==> src/rx_core_pkg.sv <==
/*
 * Widths, bus structs and register map shared by the receive core.
 * Modules import it inside their body and use scoped names in their headers.
 */
`default_nettype none

package rx_core_pkg;

	// system widths
	localparam int ADDR_WIDTH = 32;
	localparam int DATA_WIDTH = 32;
	localparam int WORD_BYTES = DATA_WIDTH / 8;

	// descriptor fields, length in words and offset in bytes
	localparam int LEN_WIDTH = 8;
	localparam int OFFSET_WIDTH = 16;

	localparam int REG_IDX_WIDTH = 2;

	// one descriptor per packet, pushed by the MAC
	typedef struct packed {
		logic [LEN_WIDTH-1:0] len;
		logic [OFFSET_WIDTH-1:0] offset;
	} rx_desc_t;

	// host register request, reads and writes share one port
	typedef struct packed {
		logic write;
		logic [REG_IDX_WIDTH-1:0] index;
		logic [31:0] wdata;
	} reg_req_t;

	// single-beat memory write
	typedef struct packed {
		logic [ADDR_WIDTH-1:0] addr;
		logic [DATA_WIDTH-1:0] data;
	} mem_wr_t;

	// command from descriptor engine to DMA writer
	typedef struct packed {
		logic [ADDR_WIDTH-1:0] addr;
		logic [LEN_WIDTH-1:0] len;
	} wr_cmd_t;

	// register map
	localparam logic [REG_IDX_WIDTH-1:0] REG_CTRL = 2'd0;
	localparam logic [REG_IDX_WIDTH-1:0] REG_BASE = 2'd1;
	localparam logic [REG_IDX_WIDTH-1:0] REG_STATUS = 2'd2;
	localparam logic [REG_IDX_WIDTH-1:0] REG_COUNT = 2'd3;

	// CTRL bit positions
	localparam int CTRL_RX_EN_BIT = 0;
	localparam int CTRL_IRQ_EN_BIT = 1;

endpackage

`default_nettype wire

==> src/prism_rx_core.sv <==
/*
 * Packet receive core top level. Connects the descriptor and data FIFOs,
 * the register block, the descriptor engine and the DMA writer.
 */
`default_nettype none

module prism_rx_core #(
	parameter int META_DEPTH = 8,
	parameter int DATA_DEPTH = 64
) (
	input wire logic clock,
	input wire logic rst_n_i,

	// MAC side
	input wire logic meta_valid_i,
	input wire rx_core_pkg::rx_desc_t meta_i,
	output logic meta_ready_o,
	input wire logic data_valid_i,
	input wire logic [rx_core_pkg::DATA_WIDTH-1:0] data_i,
	output logic data_ready_o,

	// host register port
	input wire logic reg_valid_i,
	input wire rx_core_pkg::reg_req_t reg_i,
	output logic reg_ready_o,
	output logic rvalid_o,
	output logic [31:0] rdata_o,

	// memory write port
	output logic mem_valid_o,
	output rx_core_pkg::mem_wr_t mem_o,
	input wire logic mem_ready_i,

	output logic irq_o
);

	import rx_core_pkg::*;

	logic meta_head_valid;
	rx_desc_t meta_head;
	logic meta_pop;
	logic data_head_valid;
	logic [DATA_WIDTH-1:0] data_head;
	logic data_pop;
	logic rx_enable;
	logic [ADDR_WIDTH-1:0] desc_base;
	logic cmd_valid;
	wr_cmd_t cmd;
	logic cmd_ready;
	logic pkt_done;

	rx_fifo #(
		.payload_t(rx_desc_t),
		.DEPTH(META_DEPTH)
	) meta_fifo_inst (
		.clock,
		.rst_n_i,
		.push_valid_i(meta_valid_i),
		.push_i(meta_i),
		.push_ready_o(meta_ready_o),
		.pop_valid_o(meta_head_valid),
		.pop_o(meta_head),
		.pop_i(meta_pop)
	);

	rx_fifo #(
		.payload_t(logic [DATA_WIDTH-1:0]),
		.DEPTH(DATA_DEPTH)
	) data_fifo_inst (
		.clock,
		.rst_n_i,
		.push_valid_i(data_valid_i),
		.push_i(data_i),
		.push_ready_o(data_ready_o),
		.pop_valid_o(data_head_valid),
		.pop_o(data_head),
		.pop_i(data_pop)
	);

	rx_mmr rx_mmr_inst (
		.clock,
		.rst_n_i,
		.reg_valid_i,
		.reg_i,
		.reg_ready_o,
		.rvalid_o,
		.rdata_o,
		.pkt_done_i(pkt_done),
		.rx_enable_o(rx_enable),
		.desc_base_o(desc_base),
		.irq_o
	);

	rx_desc_engine rx_desc_engine_inst (
		.clock,
		.rst_n_i,
		.rx_enable_i(rx_enable),
		.desc_base_i(desc_base),
		.desc_valid_i(meta_head_valid),
		.desc_i(meta_head),
		.desc_pop_o(meta_pop),
		.cmd_valid_o(cmd_valid),
		.cmd_o(cmd),
		.cmd_ready_i(cmd_ready)
	);

	rx_dma_writer rx_dma_writer_inst (
		.clock,
		.rst_n_i,
		.cmd_valid_i(cmd_valid),
		.cmd_i(cmd),
		.cmd_ready_o(cmd_ready),
		.data_valid_i(data_head_valid),
		.data_i(data_head),
		.data_pop_o(data_pop),
		.mem_valid_o,
		.mem_o,
		.mem_ready_i,
		.done_o(pkt_done)
	);

endmodule

`default_nettype wire

==> src/rx_desc_engine.sv <==
/*
 * Descriptor engine: pops one descriptor at a time while rx is enabled,
 * forms the buffer address from base plus offset and issues a write command.
 */
`default_nettype none

module rx_desc_engine (
	input wire logic clock,
	input wire logic rst_n_i,

	input wire logic rx_enable_i,
	input wire logic [rx_core_pkg::ADDR_WIDTH-1:0] desc_base_i,

	input wire logic desc_valid_i,
	input wire rx_core_pkg::rx_desc_t desc_i,
	output logic desc_pop_o,

	output logic cmd_valid_o,
	output rx_core_pkg::wr_cmd_t cmd_o,
	input wire logic cmd_ready_i
);

	import rx_core_pkg::*;

	logic desc_pop;
	logic cmd_valid;
	logic cmd_taken;
	wr_cmd_t cmd_q;
	logic [ADDR_WIDTH-1:0] buf_addr;

	// single command slot, refilled only after the writer has taken it
	assign desc_pop = rx_enable_i && desc_valid_i && !cmd_valid;
	assign cmd_taken = cmd_valid && cmd_ready_i;

	// base is sampled together with the descriptor
	assign buf_addr = desc_base_i + ADDR_WIDTH'(desc_i.offset);

	// clearing enable stops new pops, a held command still goes out
	always_ff @(posedge clock or negedge rst_n_i) begin
		if (!rst_n_i) begin
			cmd_valid <= 1'b0;
		end else if (desc_pop) begin
			cmd_valid <= 1'b1;
		end else if (cmd_taken) begin
			cmd_valid <= 1'b0;
		end
	end

	always_ff @(posedge clock) begin
		if (desc_pop) begin
			cmd_q.addr <= buf_addr;
			cmd_q.len <= desc_i.len;
		end
	end

	assign desc_pop_o = desc_pop;
	assign cmd_valid_o = cmd_valid;
	assign cmd_o = cmd_q;

endmodule

`default_nettype wire

==> src/rx_dma_writer.sv <==
/*
 * DMA writer: drains the data FIFO into single-beat memory writes for one
 * command at a time and pulses done in the cycle after the final beat.
 */
`default_nettype none

module rx_dma_writer (
	input wire logic clock,
	input wire logic rst_n_i,

	input wire logic cmd_valid_i,
	input wire rx_core_pkg::wr_cmd_t cmd_i,
	output logic cmd_ready_o,

	input wire logic data_valid_i,
	input wire logic [rx_core_pkg::DATA_WIDTH-1:0] data_i,
	output logic data_pop_o,

	output logic mem_valid_o,
	output rx_core_pkg::mem_wr_t mem_o,
	input wire logic mem_ready_i,

	output logic done_o
);

	import rx_core_pkg::*;

	logic busy;
	logic done_q;
	logic [ADDR_WIDTH-1:0] addr_q;
	logic [LEN_WIDTH-1:0] remaining;
	logic cmd_accept;
	logic empty_cmd;
	logic beat;
	logic last_beat;

	assign cmd_ready_o = !busy;
	assign cmd_accept = cmd_valid_i && cmd_ready_o;
	assign empty_cmd = (cmd_i.len == '0);

	// FIFO head goes out as is, so a stalled beat stays stable
	assign mem_valid_o = busy && data_valid_i;
	assign mem_o.addr = addr_q;
	assign mem_o.data = data_i;

	assign beat = mem_valid_o && mem_ready_i;
	assign last_beat = beat && (remaining == LEN_WIDTH'(1));
	assign data_pop_o = beat;

	always_ff @(posedge clock or negedge rst_n_i) begin
		if (!rst_n_i) begin
			busy <= 1'b0;
			remaining <= '0;
			done_q <= 1'b0;
		end else begin
			// zero-length command completes without a beat
			done_q <= last_beat || (cmd_accept && empty_cmd);
			if (cmd_accept) begin
				busy <= !empty_cmd;
				remaining <= cmd_i.len;
			end else if (beat) begin
				remaining <= remaining - 1'b1;
				if (last_beat) begin
					busy <= 1'b0;
				end
			end
		end
	end

	// running word address
	always_ff @(posedge clock) begin
		if (cmd_accept) begin
			addr_q <= cmd_i.addr;
		end else if (beat) begin
			addr_q <= addr_q + ADDR_WIDTH'(WORD_BYTES);
		end
	end

	assign done_o = done_q;

endmodule

`default_nettype wire

==> src/rx_fifo.sv <==
/*
 * Single-clock first-word-fall-through FIFO, payload set by a type parameter.
 * Serves as both the descriptor FIFO and the data FIFO of the receive core.
 */
`default_nettype none

module rx_fifo #(
	parameter type payload_t = logic [31:0],
	parameter int DEPTH = 8
) (
	input wire logic clock,
	input wire logic rst_n_i,

	input wire logic push_valid_i,
	input wire payload_t push_i,
	output logic push_ready_o,

	output logic pop_valid_o,
	output payload_t pop_o,
	input wire logic pop_i
);

	localparam int PTR_WIDTH = (DEPTH > 1) ? $clog2(DEPTH) : 1;
	localparam int CNT_WIDTH = $clog2(DEPTH + 1);

	payload_t mem [DEPTH];
	logic [PTR_WIDTH-1:0] wr_ptr;
	logic [PTR_WIDTH-1:0] rd_ptr;
	logic [CNT_WIDTH-1:0] count;
	logic do_push;
	logic do_pop;

	// pointers wrap at DEPTH, which need not be a power of two
	function automatic logic [PTR_WIDTH-1:0] next_ptr(input logic [PTR_WIDTH-1:0] ptr);
		if (ptr == PTR_WIDTH'(DEPTH - 1)) begin
			return '0;
		end
		return ptr + 1'b1;
	endfunction

	assign push_ready_o = (count != CNT_WIDTH'(DEPTH));
	assign pop_valid_o = (count != '0);
	assign do_push = push_valid_i && push_ready_o;
	assign do_pop = pop_i && pop_valid_o;

	// head word straight from storage
	assign pop_o = mem[rd_ptr];

	always_ff @(posedge clock or negedge rst_n_i) begin
		if (!rst_n_i) begin
			wr_ptr <= '0;
			rd_ptr <= '0;
			count <= '0;
		end else begin
			if (do_push) begin
				wr_ptr <= next_ptr(wr_ptr);
			end
			if (do_pop) begin
				rd_ptr <= next_ptr(rd_ptr);
			end
			case ({do_push, do_pop})
				2'b10: count <= count + 1'b1;
				2'b01: count <= count - 1'b1;
				default: count <= count;
			endcase
		end
	end

	always_ff @(posedge clock) begin
		if (do_push) begin
			mem[wr_ptr] <= push_i;
		end
	end

endmodule

`default_nettype wire

==> src/rx_mmr.sv <==
/*
 * Register block of the receive core: control, DMA base, sticky status, count.
 * Reads return one cycle after the request, writes land on the accepting edge.
 */
`default_nettype none

module rx_mmr (
	input wire logic clock,
	input wire logic rst_n_i,

	input wire logic reg_valid_i,
	input wire rx_core_pkg::reg_req_t reg_i,
	output logic reg_ready_o,
	output logic rvalid_o,
	output logic [31:0] rdata_o,

	input wire logic pkt_done_i,

	output logic rx_enable_o,
	output logic [rx_core_pkg::ADDR_WIDTH-1:0] desc_base_o,
	output logic irq_o
);

	import rx_core_pkg::*;

	logic rx_enable;
	logic irq_enable;
	logic [ADDR_WIDTH-1:0] desc_base;
	logic pkt_status;
	logic [31:0] pkt_count;
	logic [31:0] read_mux;
	logic wr_en;
	logic rd_en;

	// the port never stalls
	assign reg_ready_o = 1'b1;
	assign wr_en = reg_valid_i && reg_i.write;
	assign rd_en = reg_valid_i && !reg_i.write;

	always_comb begin
		read_mux = '0;
		case (reg_i.index)
			REG_CTRL: begin
				read_mux[CTRL_RX_EN_BIT] = rx_enable;
				read_mux[CTRL_IRQ_EN_BIT] = irq_enable;
			end
			REG_BASE: read_mux = 32'(desc_base);
			REG_STATUS: read_mux[0] = pkt_status;
			default: read_mux = pkt_count;
		endcase
	end

	always_ff @(posedge clock or negedge rst_n_i) begin
		if (!rst_n_i) begin
			rx_enable <= 1'b0;
			irq_enable <= 1'b0;
			desc_base <= '0;
			pkt_status <= 1'b0;
			pkt_count <= '0;
			rvalid_o <= 1'b0;
		end else begin
			rvalid_o <= rd_en;
			if (wr_en && reg_i.index == REG_CTRL) begin
				rx_enable <= reg_i.wdata[CTRL_RX_EN_BIT];
				irq_enable <= reg_i.wdata[CTRL_IRQ_EN_BIT];
			end
			if (wr_en && reg_i.index == REG_BASE) begin
				desc_base <= ADDR_WIDTH'(reg_i.wdata);
			end
			// a completion in the same cycle as a clear keeps the bit set
			if (pkt_done_i) begin
				pkt_status <= 1'b1;
			end else if (wr_en && reg_i.index == REG_STATUS && reg_i.wdata[0]) begin
				pkt_status <= 1'b0;
			end
			if (pkt_done_i) begin
				pkt_count <= pkt_count + 1'b1;
			end
		end
	end

	always_ff @(posedge clock) begin
		if (rd_en) begin
			rdata_o <= read_mux;
		end
	end

	assign rx_enable_o = rx_enable;
	assign desc_base_o = desc_base;
	assign irq_o = pkt_status && irq_enable;

endmodule

`default_nettype wire

==> config.mk <==
export PLATFORM = sky130hd
export DESIGN_NAME = prism_rx_core
export DESIGN_NICKNAME = d
export VERILOG_FILES = /design/src/rx_core_pkg.sv /design/src/prism_rx_core.sv /design/src/rx_desc_engine.sv /design/src/rx_dma_writer.sv /design/src/rx_fifo.sv /design/src/rx_mmr.sv
export SDC_FILE = /design/constraint.sdc
export NUM_CORES = 2
export LEC_CHECK = 0
export BUFFER_PORTS_ARGS = -buffer_cell sky130_fd_sc_hd__buf_2
export CORE_UTILIZATION = 40
export DETAILED_ROUTE_END_ITERATION = 8
export PLACE_DENSITY = 0.65
export SYNTH_ARGS = -nofsm -noshare
export SYNTH_HDL_FRONTEND = slang
export SYNTH_SLANG_ARGS = --single-unit
export TNS_END_PERCENT = 50
==> constraint.sdc <==
create_clock -name clock -period 4.98 [get_ports clock]
set_input_delay 0.996 -clock clock [delete_from_list [all_inputs] [get_ports clock]]
set_output_delay 0.996 -clock clock [all_outputs]
set_load 0.005 [all_outputs]
==> results.yml <==
status:
  status: "finished with violations"
  violations: "design-rule violations"
drt:
  drt-pass1-iter-count: 9
  drtIter0Drc: 5368
  vias: 46900
  viasPerCell: 5.71
  drcViolationCount: 16
  wl_per_cell_um: 28.8
  antenna_left: 0
  drt_wl_total_mm: 237
clock_network:
  cts_tree: "done"
  cts_buffer_depth: 4
  clk_pin_slew_worst_paths_ps: 60
  cts_made_buffers: 274
  h-tree-depth: 5
  cts.sinks: 2452
  insertion_delay_ps: 930
  cts_root_buf: "clkbuf_16"
synth:
  yosysMostFrequentCell: "edfxtp_1"
  yosys-top-cells-area: "edfxtp_1 (74%), mux4_2 (15%), dfrtp_1 (2.8%)"
  yosysTopAreaCell: "edfxtp_1"
  synth_common_cells: "edfxtp_1 (2,344), mux4_2 (634), nor2_1 (133)"
  synthFlopType: "edfxtp_1"
  syn-num-nets: 4513
  postSynthAreaPerCell_um2: 21.9
  syn_inst: 4378
  synth_cell_types: 63
  yosysSeqAreaShare_pct: 76.3
  yosys_warnings: 0
  synth_top_area_share_pct: 73.5
  ys_ff_latch: 2452
  async_flop_share_pct: 4.40
  synth_edf_count: 2344
  netlist_area_mm2: 0.0957
layout:
  finalInstanceArea_mm2: 0.111
  finalNonFillerCells: 8220
  finish.utilization_pct: 46.7
  drive_gt1_share_pct: 31.5
  fin_nets: 4995
  synthToLayoutAreaGrowth_pct: 16.0
timing:
  finalCriticalPeriod_ps: 4890
  final_hold_viol_count: 0
  whs_ps: 308
  worst_pin_slew_ps: 1250
  max_freq_mhz: 204
  tns_ps: 0
  relSlewSlack_pct: 16.7
  setup_violations: 0
  slew_violations: 0
  fin_ws_ps: 89.1
  fin_crit_sh_pct: 98.2
  fin_skew_ps: 102
  rsz0062_at_grt: "true"
floorplanning:
  io_pins: 199
  start_util_pct: 40.3
  die_area_mm2: 0.241
  die_w_um: 491
  die_y_um: 491
  num_rows: 179
  coreArea_mm2: 0.238
critical_path:
  path_buf_inv: 3
  cp_top_family: "multiplexers"
  startpoint_type: "flip-flop"
  setup.worst_path.class: "reg2out"
  required_ps: 3980
  max_stage_delay_ps: 530
  cp_cell_sequence: "buf_4 -> buf_4 -> mux4_2 -> mux4_2 -> mux2i_1 -> nand2_1 -> o21ai_1 -> a21oi_1 -> buf_2"
  crit_slowest_cell: "mux4_2"
  cp_max_fo: 5
  cp-end-kind: "output pin"
  arrival_ps: 3890
power_and_ir_drop:
  ir_worst_vdd_mv: 0.392
  leakagePower_nw: 35.5
  finalPower_mw: 61.6
  power_per_cell_area_mw_per_mm2: 555
grt:
  grt_usage_pct: 19.5
  antenna_found_initial: 18
  grt-ovfl-total: 0
  grt_pass1_vias: 47400
  grt_pass1_wl_mm: 339
  grt_max_degree: 89
place:
  dpl_cell_area_mm2: 0.102
  post-place-ws_ps: 479
  io_buffers: 197
  hpwl_mm: 136
  placed_cells: 7737
  gp_congestion: 0.797
run:
  drv_cap: 0
worst_hold_path:
  min_path_type: "in2reg"
-- where the power goes --
| group | total (mW) | internal, mW | leakage (nW) | switching (mW) |
|---|---|---|---|---|
| combinational | 17.3 | 7.99 | 8.88 | 9.34 |
| clock | 19.2 | 11.4 | 4.09 | 7.77 |
| sequential | 25.1 | 24.1 | 22.5 | 0.913 |
-- metal layers --
metal | up-vias | wire (um) | part of all wire [%] | GRT usage (%)
met1 | 25200 | 96300 | 41 | 27.2
met2 | 2097 | 114000 | 48 | 31.2
met5 | - | 130 | 0.055 | 0
li1 | 19300 | - | - | -
met3 | 401 | 20100 | 8.5 | 3.86
met4 | 20 | 5670 | 2.4 | 5.12
-- cells by family (layout without fill, tap and decap cells) --
family | after synthesis | count (layout) | synth area share [%]
flip-flops | 2452 | 2452 | 76.3
multiplexers | 814 | 814 | 16.9
AND/OR/NAND/NOR | 452 | 452 | 2.28
AO/OA/AOI/OAI | 263 | 263 | 1.77
buffers and inverters | 259 | 926 | 1.29
XOR/XNOR | 99 | 99 | 0.906
adder cells (fa/ha/maj) | 38 | 38 | 0.520
other | 1 | 9 | 0.00392
-- cell type report --
cell class	instances	area, um2
diodes	8	20.0
well taps	3167	3960
multi-input cells	1667	22100
clock inverters	111	1110
flip-flops and latches	2452	73100
fillers	19500	127000
repair buffers	422	3310
inverters	43	166
clock buffers	350	7300
-- worst register-to-register path, stage by stage (launching register included) --
cell       delay, ps
dfrtp_2          930
mux4_2           370
mux2_2           160
ha_1             180
inv_1             70
fa_1             450
nor2b_1          210
o2111ai_1        190
a211oi_1         560
o21ai_0          410
a21oi_1          260
xor2_1            90
-- placed cells by master (no fill, tap or decap), types with 26 or more instances in the layout --
master,n
nand3_1,39
clkbuf_16,284
clkbuf_1,68
buf_12,38
xor2_1,38
mux2i_1,112
clkinv_2,28
ha_1,35
nor2_1,67
xnor2_1,61
a21oi_1,40
mux4_2,634
buf_4,173
nor2b_1,35
nand2_1,122
o22ai_1,45
o21ai_0,61
o221ai_1,26
edfxtp_1,2344
inv_1,40
dfrtp_1,102
buf_2,196
nor2_4,67
mux2_2,68
clkinv_1,46
-- worst paths after layout --
check	start	endpoint	slack [ps]	depth (start not counted)
worst max-delay path	data_fifo_inst.rd_ptr[0]	mem_o[24]	90	9
worst min-delay path	reg_i[8]	rx_mmr_inst.desc_base_o[8]	310	2
min in group asynchronous	rst_n_i	rx_mmr_inst.pkt_count[12]	510	2
max in group asynchronous	rst_n_i	data_fifo_inst.rd_ptr[1]	3180	3
worst min register to register	rx_desc_engine_inst.cmd_o[3]	rx_dma_writer_inst.remaining[3]	480	2
worst max register to register	meta_fifo_inst.rd_ptr[1]	rx_desc_engine_inst.cmd_o[38]	830	11
-- repair_timing --
| item | in CTS | in global routing |
|---|---|---|
| setup buffers | 10 | 0 |
| hold buffers | 1 | 0 |
| pin swaps | 0 | 0 |
| setup endpoints to repair | 32 | 15 |
| cloned | 0 | 3 |
| endpoints found under the hold margin | 22 | 0 |
| resized for setup | 22 | 9 |
-- flip-flops by register name, summed over array words and instances (netlist names), 8 cells and up --
register                      cells
rx_dma_writer_inst.addr_q        32
rx_desc_engine_inst.cmd_o        40
rx_mmr_inst.desc_base_o          32
data_fifo_inst.mem             2048
rx_mmr_inst.rdata_o              32
rx_mmr_inst.pkt_count            32
meta_fifo_inst.mem              192
rx_dma_writer_inst.remaining      8
No activity file was read; power rests on OpenSTA's default activity.
